File: src/logic/ttc_settings.svh
`ifndef TTC_SETTINGS_SVH
`define TTC_SETTINGS_SVH

// Counter, interval and match register width
`define TTC_CNT_W 16

// Prescale value field in clock control
`define TTC_PSC_W 4

// APB byte address width
`define TTC_ADDR_W 6

`endif

File: src/logic/ttc_intr_pkg.sv
`default_nettype none

package ttc_intr_pkg;

  // Width of the interrupt vector
  localparam int intr_n = 5;

  // Bit 0 is overflow, match bits sit at the top
  typedef struct packed {
    logic [3:1] match;    // One per match register
    logic       interval; // Interval mode wrap
    logic       overflow; // Overflow mode wrap
  } intr_vec_t;

endpackage

`default_nettype wire

File: src/logic/ttc_reg_pkg.sv
`default_nettype none
`include "ttc_settings.svh"

package ttc_reg_pkg;

  // --------------------------------------------------
  // Register map, byte offsets
  // --------------------------------------------------
  localparam logic [`TTC_ADDR_W-1:0] addr_clk_ctrl    = 6'h00; // Prescale enable and value
  localparam logic [`TTC_ADDR_W-1:0] addr_cntr_ctrl   = 6'h04; // Counter control word
  localparam logic [`TTC_ADDR_W-1:0] addr_interval    = 6'h08;
  localparam logic [`TTC_ADDR_W-1:0] addr_match_1     = 6'h0C;
  localparam logic [`TTC_ADDR_W-1:0] addr_match_2     = 6'h10;
  localparam logic [`TTC_ADDR_W-1:0] addr_match_3     = 6'h14;
  localparam logic [`TTC_ADDR_W-1:0] addr_count_val   = 6'h18; // Read only
  localparam logic [`TTC_ADDR_W-1:0] addr_intr_status = 6'h1C; // Read only, clear on read
  localparam logic [`TTC_ADDR_W-1:0] addr_intr_enable = 6'h20;

  // Implemented bits of the control word
  localparam int cntr_ctrl_bits = 7;

  // Field view, bit 0 at the bottom
  typedef struct packed {
    logic [8:0] pad;           // Reads as zero
    logic       wave_pol;      // Kept for readback only
    logic       wave_en_n;     // Kept for readback only
    logic       restart;       // Self clearing
    logic       match_mode;
    logic       decrement;
    logic       interval_mode; // 1 interval, 0 overflow
    logic       disable_n;     // Counter held while set
  } cntr_ctrl_t;

  // Bus word and decoded fields share one register
  typedef union packed {
    logic [`TTC_CNT_W-1:0] raw;
    cntr_ctrl_t            f;
  } cntr_ctrl_u;

  localparam logic [`TTC_CNT_W-1:0] cntr_ctrl_rst = 16'h0001; // Disabled out of reset

endpackage

`default_nettype wire

File: src/logic/ttc_cfg_if.sv
`timescale 1ns/1ps
`default_nettype none
`include "ttc_settings.svh"

interface ttc_cfg_if;

  // Decoder to counter
  logic [`TTC_CNT_W-1:0]   wdata;        // Shared write data
  logic                    ctrl_sel;     // Control word write strobe
  logic                    interval_sel;
  logic [3:1]              match_sel;    // One strobe per match register

  // Counter to decoder, register contents for readback
  ttc_reg_pkg::cntr_ctrl_u ctrl;
  logic [`TTC_CNT_W-1:0]   interval;
  logic [`TTC_CNT_W-1:0]   match_1;
  logic [`TTC_CNT_W-1:0]   match_2;
  logic [`TTC_CNT_W-1:0]   match_3;
  logic [`TTC_CNT_W-1:0]   count_val;    // Live count

  modport decoder (output wdata, ctrl_sel, interval_sel, match_sel,
                   input  ctrl, interval, match_1, match_2, match_3, count_val);

  modport counter (input  wdata, ctrl_sel, interval_sel, match_sel,
                   output ctrl, interval, match_1, match_2, match_3, count_val);

endinterface

`default_nettype wire

File: src/logic/ttc_apb_decode.sv
`timescale 1ns/1ps
`default_nettype none
`include "ttc_settings.svh"

module ttc_apb_decode (
  input  wire logic                    pclk16,
  input  wire logic                    n_p_reset16,
  input  wire logic                    psel,
  input  wire logic                    penable,
  input  wire logic                    pwrite,
  input  wire logic [`TTC_ADDR_W-1:0]  paddr,
  input  wire logic [`TTC_CNT_W-1:0]   pwdata,
  output logic [`TTC_CNT_W-1:0]        prdata,
  ttc_cfg_if.decoder                   cfg,
  input  wire logic [`TTC_PSC_W:0]     clk_ctrl,     // Prescaler readback
  input  wire ttc_intr_pkg::intr_vec_t intr_status,
  input  wire ttc_intr_pkg::intr_vec_t intr_enable,
  output logic                         clk_ctrl_sel,
  output logic                         intr_enable_sel,
  output logic                         rd_clr        // Status read in progress
);

  logic setup_q; // Setup phase seen last cycle
  logic access;  // Single access cycle of a transfer
  logic wr_en;
  logic rd_en;

  // --------------------------------------------------
  // Transfer phase tracking
  // --------------------------------------------------
  always_ff @(posedge pclk16 or negedge n_p_reset16)
  begin
    if (!n_p_reset16)
      setup_q <= 1'b0;
    else
      setup_q <= psel & ~penable;
  end

  assign access = psel & penable & setup_q; // One strobe per transfer
  assign wr_en  = access & pwrite;
  assign rd_en  = access & ~pwrite;

  // Write strobes
  assign cfg.wdata        = pwdata;
  assign clk_ctrl_sel     = wr_en & (paddr == ttc_reg_pkg::addr_clk_ctrl);
  assign cfg.ctrl_sel     = wr_en & (paddr == ttc_reg_pkg::addr_cntr_ctrl);
  assign cfg.interval_sel = wr_en & (paddr == ttc_reg_pkg::addr_interval);
  assign cfg.match_sel[1] = wr_en & (paddr == ttc_reg_pkg::addr_match_1);
  assign cfg.match_sel[2] = wr_en & (paddr == ttc_reg_pkg::addr_match_2);
  assign cfg.match_sel[3] = wr_en & (paddr == ttc_reg_pkg::addr_match_3);
  assign intr_enable_sel  = wr_en & (paddr == ttc_reg_pkg::addr_intr_enable);

  // Status clears at the end of its read
  assign rd_clr = rd_en & (paddr == ttc_reg_pkg::addr_intr_status);

  // --------------------------------------------------
  // Read data mux, narrow registers zero filled
  // --------------------------------------------------
  always_comb
  begin
    prdata = '0;
    if (rd_en)
    begin
      case (paddr)
        ttc_reg_pkg::addr_clk_ctrl:    prdata = {{(`TTC_CNT_W-`TTC_PSC_W-1){1'b0}}, clk_ctrl};
        ttc_reg_pkg::addr_cntr_ctrl:   prdata = cfg.ctrl.raw;
        ttc_reg_pkg::addr_interval:    prdata = cfg.interval;
        ttc_reg_pkg::addr_match_1:     prdata = cfg.match_1;
        ttc_reg_pkg::addr_match_2:     prdata = cfg.match_2;
        ttc_reg_pkg::addr_match_3:     prdata = cfg.match_3;
        ttc_reg_pkg::addr_count_val:   prdata = cfg.count_val;
        ttc_reg_pkg::addr_intr_status:
          prdata = {{(`TTC_CNT_W-ttc_intr_pkg::intr_n){1'b0}}, intr_status};
        ttc_reg_pkg::addr_intr_enable:
          prdata = {{(`TTC_CNT_W-ttc_intr_pkg::intr_n){1'b0}}, intr_enable};
        default:                       prdata = '0; // Unmapped reads zero
      endcase
    end
  end

endmodule

`default_nettype wire

File: src/logic/ttc_prescaler.sv
`timescale 1ns/1ps
`default_nettype none
`include "ttc_settings.svh"

module ttc_prescaler (
  input  wire logic                  pclk16,
  input  wire logic                  n_p_reset16,
  input  wire logic                  clk_ctrl_sel,
  input  wire logic [`TTC_CNT_W-1:0] wdata,
  output logic [`TTC_PSC_W:0]        clk_ctrl,   // Bit 0 enable, value above
  output logic                       count_en
);

  logic                  psc_en;
  logic [`TTC_PSC_W-1:0] psc_val; // Divide by psc_val + 1
  logic [`TTC_PSC_W-1:0] psc_cnt; // Cycles left until next pulse

  assign psc_en  = clk_ctrl[0];
  assign psc_val = clk_ctrl[`TTC_PSC_W:1];

  // Clock control register
  always_ff @(posedge pclk16 or negedge n_p_reset16)
  begin
    if (!n_p_reset16)
      clk_ctrl <= '0;
    else if (clk_ctrl_sel)
      clk_ctrl <= wdata[`TTC_PSC_W:0];
  end

  // --------------------------------------------------
  // Down counter, pulse on reaching zero
  // --------------------------------------------------
  always_ff @(posedge pclk16 or negedge n_p_reset16)
  begin
    if (!n_p_reset16)
    begin
      psc_cnt  <= '0;
      count_en <= 1'b0;
    end
    else if (!psc_en || (psc_cnt == '0))
    begin
      psc_cnt  <= psc_val; // Reload, also held while bypassed
      count_en <= 1'b1;
    end
    else
    begin
      psc_cnt  <= psc_cnt - 1'b1;
      count_en <= 1'b0;
    end
  end

endmodule

`default_nettype wire

File: src/logic/ttc_counter_lite.sv
`timescale 1ns/1ps
`default_nettype none
`include "ttc_settings.svh"

module ttc_counter_lite (
  input  wire logic               pclk16,
  input  wire logic               n_p_reset16,
  input  wire logic               count_en,   // From prescaler
  ttc_cfg_if.counter              cfg,
  output ttc_intr_pkg::intr_vec_t raw_intr    // Level, not sticky
);

  localparam logic [`TTC_CNT_W-1:0] cnt_max = '1;

  ttc_reg_pkg::cntr_ctrl_t ctrl;         // Field view of the control word
  logic [`TTC_CNT_W-1:0]   wrap_top;     // Upper end of the count range
  logic [`TTC_CNT_W-1:0]   count_next;
  logic                    counting;     // Has counted since last restart
  logic                    restart_pend; // Restart taken, bit to clear
  logic                    active;
  logic                    at_zero;

  assign ctrl = cfg.ctrl.f;

  // --------------------------------------------------
  // Register writes
  // --------------------------------------------------
  always_ff @(posedge pclk16 or negedge n_p_reset16)
  begin
    if (!n_p_reset16)
    begin
      cfg.ctrl.raw <= ttc_reg_pkg::cntr_ctrl_rst;
      cfg.interval <= '0;
      cfg.match_1  <= '0;
      cfg.match_2  <= '0;
      cfg.match_3  <= '0;
    end
    else
    begin
      if (cfg.ctrl_sel)
        cfg.ctrl.raw <= {{(`TTC_CNT_W-ttc_reg_pkg::cntr_ctrl_bits){1'b0}},
                         cfg.wdata[ttc_reg_pkg::cntr_ctrl_bits-1:0]};
      else if (restart_pend)
        cfg.ctrl.f.restart <= 1'b0; // Restart lasts one count

      if (cfg.interval_sel)
        cfg.interval <= cfg.wdata;
      if (cfg.match_sel[1])
        cfg.match_1 <= cfg.wdata;
      if (cfg.match_sel[2])
        cfg.match_2 <= cfg.wdata;
      if (cfg.match_sel[3])
        cfg.match_3 <= cfg.wdata;
    end
  end

  // --------------------------------------------------
  // Next count for the four modes
  // --------------------------------------------------
  assign wrap_top = ctrl.interval_mode ? cfg.interval : cnt_max; // Interval assumed static

  always_comb
  begin
    count_next = cfg.count_val; // Hold when disabled
    if (ctrl.restart)
      count_next = ctrl.decrement ? wrap_top : '0; // Start value
    else if (!ctrl.disable_n)
    begin
      if (ctrl.decrement)
        count_next = (cfg.count_val == '0) ? wrap_top : cfg.count_val - 1'b1;
      else
        count_next = (cfg.count_val == wrap_top) ? '0 : cfg.count_val + 1'b1;
    end
  end

  always_ff @(posedge pclk16 or negedge n_p_reset16)
  begin
    if (!n_p_reset16)
    begin
      cfg.count_val <= '0;
      counting      <= 1'b0;
      restart_pend  <= 1'b0;
    end
    else if (count_en)
    begin
      cfg.count_val <= count_next;
      if (ctrl.restart)
      begin
        counting     <= 1'b0;
        restart_pend <= 1'b1;
      end
      else
      begin
        if (!ctrl.disable_n)
          counting <= 1'b1;
        restart_pend <= 1'b0;
      end
    end
  end

  // Raw levels only while really counting
  assign active  = counting & ~ctrl.restart & ~ctrl.disable_n;
  assign at_zero = (cfg.count_val == '0);

  always_comb
  begin
    raw_intr.overflow = active & ~ctrl.interval_mode & at_zero;
    raw_intr.interval = active & ctrl.interval_mode & at_zero;
    raw_intr.match[1] = active & ctrl.match_mode & (cfg.count_val == cfg.match_1);
    raw_intr.match[2] = active & ctrl.match_mode & (cfg.count_val == cfg.match_2);
    raw_intr.match[3] = active & ctrl.match_mode & (cfg.count_val == cfg.match_3);
  end

endmodule

`default_nettype wire

File: src/logic/ttc_intr_status.sv
`timescale 1ns/1ps
`default_nettype none
`include "ttc_settings.svh"

module ttc_intr_status (
  input  wire logic                    pclk16,
  input  wire logic                    n_p_reset16,
  input  wire ttc_intr_pkg::intr_vec_t raw_intr,
  input  wire logic                    intr_enable_sel,
  input  wire logic [`TTC_CNT_W-1:0]   wdata,
  input  wire logic                    rd_clr,        // Status register being read
  output ttc_intr_pkg::intr_vec_t      intr_status,
  output ttc_intr_pkg::intr_vec_t      intr_enable,
  output logic                         irq
);

  // --------------------------------------------------
  // Sticky status, a new level beats the clear
  // --------------------------------------------------
  always_ff @(posedge pclk16 or negedge n_p_reset16)
  begin
    if (!n_p_reset16)
      intr_status <= '0;
    else if (rd_clr)
      intr_status <= raw_intr;
    else
      intr_status <= intr_status | raw_intr;
  end

  // Enable mask
  always_ff @(posedge pclk16 or negedge n_p_reset16)
  begin
    if (!n_p_reset16)
      intr_enable <= '0;
    else if (intr_enable_sel)
      intr_enable <= wdata[ttc_intr_pkg::intr_n-1:0];
  end

  // Registered interrupt line
  always_ff @(posedge pclk16 or negedge n_p_reset16)
  begin
    if (!n_p_reset16)
      irq <= 1'b0;
    else
      irq <= |(intr_status & intr_enable);
  end

endmodule

`default_nettype wire

File: src/logic/ttc_timer_top.sv
`timescale 1ns/1ps
`default_nettype none
`include "ttc_settings.svh"

module ttc_timer_top (
  input  wire logic                   pclk16,
  input  wire logic                   n_p_reset16,
  input  wire logic                   psel,
  input  wire logic                   penable,
  input  wire logic                   pwrite,
  input  wire logic [`TTC_ADDR_W-1:0] paddr,
  input  wire logic [`TTC_CNT_W-1:0]  pwdata,
  output logic [`TTC_CNT_W-1:0]       prdata,
  output logic                        irq
);

  ttc_cfg_if cfg_if ();  // Decoder to counter registers

  logic [`TTC_PSC_W:0]     clk_ctrl;
  logic                    clk_ctrl_sel;
  logic                    intr_enable_sel;
  logic                    rd_clr;
  logic                    count_en;
  ttc_intr_pkg::intr_vec_t raw_intr;
  ttc_intr_pkg::intr_vec_t intr_status;
  ttc_intr_pkg::intr_vec_t intr_enable;

  // --------------------------------------------------
  // Bus side
  // --------------------------------------------------
  ttc_apb_decode i_ttc_apb_decode (
    .pclk16          (pclk16),
    .n_p_reset16     (n_p_reset16),
    .psel            (psel),
    .penable         (penable),
    .pwrite          (pwrite),
    .paddr           (paddr),
    .pwdata          (pwdata),
    .prdata          (prdata),
    .cfg             (cfg_if.decoder),
    .clk_ctrl        (clk_ctrl),
    .intr_status     (intr_status),
    .intr_enable     (intr_enable),
    .clk_ctrl_sel    (clk_ctrl_sel),
    .intr_enable_sel (intr_enable_sel),
    .rd_clr          (rd_clr)
  );

  ttc_prescaler i_ttc_prescaler (
    .pclk16       (pclk16),
    .n_p_reset16  (n_p_reset16),
    .clk_ctrl_sel (clk_ctrl_sel),
    .wdata        (cfg_if.wdata),
    .clk_ctrl     (clk_ctrl),
    .count_en     (count_en)
  );

  // --------------------------------------------------
  // Counter and interrupts
  // --------------------------------------------------
  ttc_counter_lite i_ttc_counter_lite (
    .pclk16      (pclk16),
    .n_p_reset16 (n_p_reset16),
    .count_en    (count_en),
    .cfg         (cfg_if.counter),
    .raw_intr    (raw_intr)
  );

  ttc_intr_status i_ttc_intr_status (
    .pclk16          (pclk16),
    .n_p_reset16     (n_p_reset16),
    .raw_intr        (raw_intr),
    .intr_enable_sel (intr_enable_sel),
    .wdata           (cfg_if.wdata),
    .rd_clr          (rd_clr),
    .intr_status     (intr_status),
    .intr_enable     (intr_enable),
    .irq             (irq)
  );

endmodule

`default_nettype wire

File: config.mk
export PLATFORM = sky130hd
export DESIGN_NAME = ttc_timer_top
export DESIGN_NICKNAME = d
export VERILOG_FILES = /design/src/logic/ttc_intr_pkg.sv /design/src/logic/ttc_reg_pkg.sv /design/src/logic/ttc_cfg_if.sv /design/src/logic/ttc_apb_decode.sv /design/src/logic/ttc_prescaler.sv /design/src/logic/ttc_counter_lite.sv /design/src/logic/ttc_intr_status.sv /design/src/logic/ttc_timer_top.sv
export VERILOG_INCLUDE_DIRS = /design/src /design/src/logic
export SDC_FILE = /design/constraint.sdc
export NUM_CORES = 1
export LEC_CHECK = 0
export ABC_AREA = 1
export BUFFER_PORTS_ARGS = -buffer_cell sky130_fd_sc_hd__buf_4
export CAP_MARGIN = 15
export CORE_ASPECT_RATIO = 0.7
export CORE_UTILIZATION = 40
export DETAILED_ROUTE_END_ITERATION = 10
export PLACE_DENSITY = 0.53
export REMOVE_ABC_BUFFERS = 1
export SLEW_MARGIN = 20
export SYNTH_ARGS = -nofsm -noshare
export SYNTH_HDL_FRONTEND = slang
export SYNTH_SLANG_ARGS = --single-unit
File: constraint.sdc
create_clock -name pclk16 -period 1.9 [get_ports pclk16]
set_input_delay 0.19 -clock pclk16 [delete_from_list [all_inputs] [get_ports pclk16]]
set_output_delay 0.19 -clock pclk16 [all_outputs]
set_load 0.01 [all_outputs]
== After elaboration in Yosys (flattened, before gate mapping) ==
Index checks and enable logic that the tools add are counted.
Cells by class
  equal/unequal tests: 13
  mux-type cells: 17
  bitwise operators: 30
  add/sub/neg operators: 3
  reduce and logical (&&, ||, !) cells: 8
  divide/modulo/power cells: 0
  order comparisons: 0
  shift-type cells: 0
  multipliers: 0
Operator list (count)
  16-bit case mux with 9 select lines: 1
  16-bit 2-to-1 mux: 8
  16-bit == test: 4
  6-bit by 5-bit == test with 1-bit output (second input constant): 4
  1-bit bitwise AND: 23
  16-bit by 1-bit adder with 16-bit output (second input constant): 1
  16-bit zero test: 1
  16-bit by 1-bit subtractor with 16-bit output (second input constant): 1
  6-bit by 4-bit == test with 1-bit output (second input constant): 2
  6-bit by 3-bit == test with 1-bit output (second input constant): 1
  6-bit == test (second input constant): 1
  6-bit zero test: 1
  1-bit 2-to-1 mux: 6
  5-bit bitwise AND: 1
  5-bit 2-to-1 mux: 1
  1-bit NOT: 5
  5-bit OR: 1
  5-bit OR reduction: 1
  4-bit zero test: 1
  4-bit 2-to-1 mux: 1
  4-bit by 1-bit subtractor with 4-bit output (second input constant): 1
  2-bit by 1-bit inequality test with 1-bit output (second input constant): 1
  2-bit AND reduction: 1
  2-bit nonzero test: 1
  2 further kinds: 2
Word-level totals
  bits in latches: 0
  bits in read-only memories: 0
  logic and storage cells: 91
  memories kept: 0
  output and inout port bits: 17
  register bits after elaboration: 111
  RAM bits: 0

== Longest topological paths before layout ==
  depth after elaboration: 7
  gate-level depth with buffers: 14
  mapped depth without buffers: 13

== Cells and area by module ==
Synthesis repeated with hierarchy kept, for this count alone.
Unflattened totals
  cell total of the unflattened synthesis: 1206
  area, all modules: 8182.8 um2
By module, submodules not included
  ttc_counter_lite: cells each 824, area each 5888.1 um2, seq. area each 2228.4 um2, instances 1
  ttc_apb_decode: cells each 287, area each 1396.3 um2, seq. area each 25.0 um2, instances 1
  ttc_intr_status: cells each 48, area each 450.4 um2, seq. area each 275.3 um2, instances 1
  ttc_prescaler: cells each 47, area each 447.9 um2, seq. area each 250.2 um2, instances 1

== Worst setup path before layout ==
Ideal clock, no wire load.
  kind: reg-to-reg
  start: reg i_ttc_counter_lite.cfg.count_val[0]
  end: reg i_ttc_counter_lite.cfg.count_val[13]
  cell stages (with the launch flop): 13
  setup time: 0.120 ns
  data arrival time: 1.602 ns
  slack: 0.178 ns
  cell sequence: dfrtp_1 buf_4 inv_1 ha_1 nand2_1 nor2_1 nand2_2 nand2_1 inv_2 a21oi_1 nand2_1 nand2_1 a21oi_1
Between the ends
  longest elaborated chain between the ends: 5
  elaborated cells between the ends (all ways): 9
Ends and longest elaborated chain
  from (decl): RTL line ttc_cfg_if.sv:25  | output ctrl, interval, match_1, match_2, match_3, count_val);
  from (signal assigned): RTL line ttc_counter_lite.sv:86  | cfg.count_val <= count_next;
  16-bit by 1-bit adder with 16-bit output (tied with other cells): RTL line ttc_counter_lite.sv:72  | count_next = (cfg.count_val == wrap_top) ? '0 : cfg.count_val + 1'b1;
  16-bit 2-to-1 mux (on tied branches): RTL line ttc_counter_lite.sv:72, ttc_counter_lite.sv:70
  16-bit 2-to-1 mux (*): RTL line ttc_counter_lite.sv:69  | if (ctrl.decrement)
  16-bit 2-to-1 mux (*): RTL line ttc_counter_lite.sv:67  | else if (!ctrl.disable_n)
  16-bit 2-to-1 mux (*): RTL line ttc_counter_lite.sv:65  | if (ctrl.restart)
Mark *: on every way between the ends. The rest lies on a longest branch, timed or not. The select of a mux whose other input is x is not followed.
A chain may end at the register's enable or synchronous reset.

== Worst setup path after layout ==
  start: reg i_ttc_counter_lite.cfg.ctrl[1]
  end: reg i_ttc_counter_lite.cfg.count_val[9]
Between the ends
  longest elaborated chain between the ends: 6
  elaborated cells between the ends (all ways): 8
Ends and longest elaborated chain
  from (decl): RTL line ttc_cfg_if.sv:25
  16-bit 2-to-1 mux (*): RTL line ttc_counter_lite.sv:60  | assign wrap_top = ctrl.interval_mode ? cfg.interval : cnt_max;
  16-bit == test: RTL line ttc_counter_lite.sv:72
  16-bit 2-to-1 mux: RTL line ttc_counter_lite.sv:72
  16-bit 2-to-1 mux: RTL line ttc_counter_lite.sv:69
  16-bit 2-to-1 mux: RTL line ttc_counter_lite.sv:67
  16-bit 2-to-1 mux (*): RTL line ttc_counter_lite.sv:65
Marks and branches as above.

==> run metrics <==
H-tree lvl count=3; vias=7703; top_reg_cell synth=dfrtp_1; CTS root buf=clkbuf_16; Worst Setup End Kind=flop; core region area=18100 sq um; worst slew pin tran=0.661 ns; port buffer count=43; post-layout net count=1251; Tcrit/Tclk final=101%; initial cell density of the core=40.9%; f_max=0.521 GHz; I/O Pins=44; WL/cell=18.6 microns; Syn Inst Count=1081; count of cell types in the netlist=43; sequential cell area=2790 sq um; Power, Total=0.00983 W; power share of the sequential group=30.3%; Worst Setup SP=i_ttc_counter_lite.cfg.ctrl[1]$_DFFE_PN0P_; Layout Utilization=52.7%; Net Sw Frac=43.3%; Vias/cell=5.28; gr ovfl total=0; post-DP HPWL=20100 microns; Avg Cell Area, Syn=6.84 sq um; worst r2r src=i_ttc_counter_lite.cfg.ctrl[1]$_DFFE_PN0P_; TritonCTS buffer count=9; design area=9520 sq um; die height=116 microns; Horiz. Die Dim=164 microns; fill count=1853; CTS Sinks=111; Multi-input gate area=4210 sq um; endpoints failing setup=2; maximum root-to-sink buffer count=2; Arr. time, crit path=2.18 ns; violated checks=setup timing; Pre-antenna DRT Iters=7; register area share after synthesis=37.6%; share of layout cells above drive strength 1=25.5%; Fin. Hold Viols=0; Hold WC Path Type=in -> reg; internal power=0.00557 W; initial antenna violation count=1; row cnt=41; Total GRT Usage=29.4%; Synth Cell Area=7390 sq um; Clock transition at path regs=0.09 ns; Antenna Violating Nets Remaining=0; Iter 0 DRT Violations=774; area delta synth->final=28.8%; EDFF count, synth=0; routability congestion estimate=0.937; Layout Skew=0.0109 ns; drt total wl=27200 microns; DRC Markers=0; placed cell areas=8680 sq um; Worst-Skew Late Latency=0.37 ns; Yosys warning count=0; max-slew violation count=0; Sw Pwr=0.00426 W; Slew HR=55.9%; run status=complete, but fails checks; Final Non-Filler Cells=1460; critical-path maximum fanout=7; Seq cells post-synth=111; first-pass GRT wire length=41300 microns; startpoint types=flop; number of max-cap violations=0; RSZ-0062 raised after global routing=true; Final WS setup=-0.0184 ns; WP data required=2.16 ns; Period minus WS final=1.92 ns; largest net degree at the start of global routing=112; TritonCTS clock tree=yes; number of global-route vias before repair=6975; # diodes=0; Worst VDD drop=0.618 mV; placed insts=1431; PD cells=1030 nW/um^2; leakage=4.60 nW; die area=19000 sq um; hold path start=pwdata[15]; Comb power frac=49.6%; Clock power frac=20.1%; crit path kind=reg -> reg; ys async rst share=100%
==> critical path, cell delays in order, from the launching register on <==
cell     delay, ns
dfrtp_2       0.53
buf_12        0.17
nand2_2       0.08
nand2_1       0.07
nand2_1       0.07
nor2_2        0.15
nand2_2       0.08
nor2_4        0.20
nand2_4       0.16
nand3_2       0.10
nand2_1       0.06
nand2_1       0.06
a21oi_1       0.06
==> logic make-up (layout without fill, tap and decap cells) <==
kind of cell / count (synthesis) / in the layout / synth area share (%)
buffers and inverters: 177 / 319 / 10.4
XOR/XNOR: 44 / 44 / 5.21
adder cells (fa/ha/maj): 4 / 4 / 0.677
AND/OR/NAND/NOR: 542 / 543 / 30.7
AO/OA/AOI/OAI: 203 / 203 / 15.4
flip-flops: 111 / 111 / 37.6
==> Yosys cell counts (3+ instances only) <==
cell	count	area (sq um)
nand2_1	339	1270
inv_1	125	469
o21ai_0	114	571
dfrtp_1	110	2750
nor2_1	92	345
nand3_1	57	285
a21oi_1	43	215
xor2_1	23	201
xnor2_1	21	184
clkbuf_1	18	67.6
buf_2	15	75.1
nand4_1	14	87.6
nor2_2	10	62.6
o22ai_1	9	56.3
nor3_1	8	40.0
a22oi_1	7	52.6
buf_6	7	78.8
a221oi_1	6	52.6
buf_4	6	45.0
a31oi_1	5	31.3
inv_2	5	18.8
o221ai_1	5	43.8
ha_1	4	50.1
nand2_2	4	25.0
nor2_4	4	45.0
o2111ai_1	4	35.0
or2_2	4	25.0
nand3_2	3	30.0
==> cells in the final DEF (no fill, tap or decap), types with 3 or more instances in the layout <==
master / instances
nand2_1: 309
buf_4: 156
inv_1: 119
o21ai_0: 109
dfrtp_1: 101
nor2_1: 74
nand3_1: 44
a21oi_1: 40
nand2_2: 28
xor2_1: 23
xnor2_1: 21
nor2_2: 18
nand3_2: 16
nand4_1: 14
nor2_4: 14
clkbuf_16: 11
inv_2: 10
buf_6: 9
dfrtp_2: 9
o22ai_1: 8
nand2_4: 8
a22oi_1: 7
nor3_1: 6
o21ai_1: 6
buf_12: 5
o2111ai_1: 4
or2_2: 4
a31oi_1: 4
o221ai_1: 4
a221oi_1: 4
a21oi_2: 3
==> state kept, by name, summed over array words and instances, names as in the netlist, 4 cells and up <==
register                          flops
i_ttc_counter_lite.cfg.count_val     16
i_ttc_counter_lite.cfg.ctrl           7
i_ttc_counter_lite.cfg.interval      16
i_ttc_counter_lite.cfg.match_1       16
i_ttc_counter_lite.cfg.match_2       16
i_ttc_counter_lite.cfg.match_3       16
i_ttc_intr_status.intr_enable         5
i_ttc_intr_status.intr_status         5
i_ttc_prescaler.clk_ctrl              5
i_ttc_prescaler.psc_cnt               4
==> layout make-up <==
| cell class | instances | share of cell area, % |
|---|---|---|
| clock buffer | 9 | 2.37 |
| clock inverter | 6 | 0.723 |
| inverter | 130 | 5.15 |
| multi-input combinational | 794 | 44.2 |
| sequential | 111 | 29.3 |
| tap | 236 | 3.10 |
| timing repair buffer | 174 | 15.2 |
==> power groups by stage <==
stage | combinational (W) | clock, W | sequential, W
finish | 0.00488 | 0.00198 | 0.00297
floorplan | 0.00217 | 0 | 0.00311
CTS | 0.00436 | 0.00201 | 0.00293
global route | 0.00535 | 0.00209 | 0.00301
detailed placement | 0.00426 | 0 | 0.00297
global placement | 0.00425 | 0 | 0.00298
==> worst paths after layout <==
| kind | to | slack, ns | depth (start not counted) |
|---|---|---|---|
| setup / recovery | i_ttc_counter_lite.cfg.count_val[9]$_DFFE_PN0P_ | -0.02 | 12 |
| hold / removal | i_ttc_counter_lite.cfg.interval[15]$_DFFE_PN0P_ | 0.03 | 3 |
| setup reg to reg | i_ttc_counter_lite.cfg.count_val[9]$_DFFE_PN0P_ | -0.02 | 12 |
| hold reg to reg | i_ttc_prescaler.psc_cnt[0]$_DFF_PN0_ | 0.48 | 1 |
| max in group asynchronous | i_ttc_counter_lite.cfg.count_val[8]$_DFFE_PN0P_ | 0.90 | 3 |
| min in group asynchronous | i_ttc_counter_lite.cfg.count_val[6]$_DFFE_PN0P_ | 0.44 | 3 |
==> repair_timing <==
item / in CTS / in global routing
gates cloned: 1 / 3
resized for setup: 12 / 111
pin swaps: 2 / 15
hold buffers: 2 / 0
hold endpoints to repair: 111 / 0
setup buffers: 2 / 7
setup endpoints to repair: 23 / 33
==> stage by stage <==
stage / worst slack (ns) / setup TNS, ns / hold slack [ns]
after detailed placement: -0.0615 / -0.370 / 0.332
final: -0.0184 / -0.0184 / 0.0325
after CTS: -0.0296 / -0.0296 / 0.0284
after global routing: -0.0945 / -0.774 / 0.0370
after floorplan: -0.0328 / -0.525 / -0.106
after global placement: -0.0400 / -0.147 / 0.334
==> metal layers <==
metal / GRT usage (%) / wire length [microns] / up-vias
met3: 5.62 / 2270 / 27
met2: 39.7 / 10600 / 297
met4: 6.24 / 406 / 0
met1: 47.3 / 13900 / 3625
li1: - / - / 3754
met5: 0 / 0 / -
(Power assumes the default switching activity.)
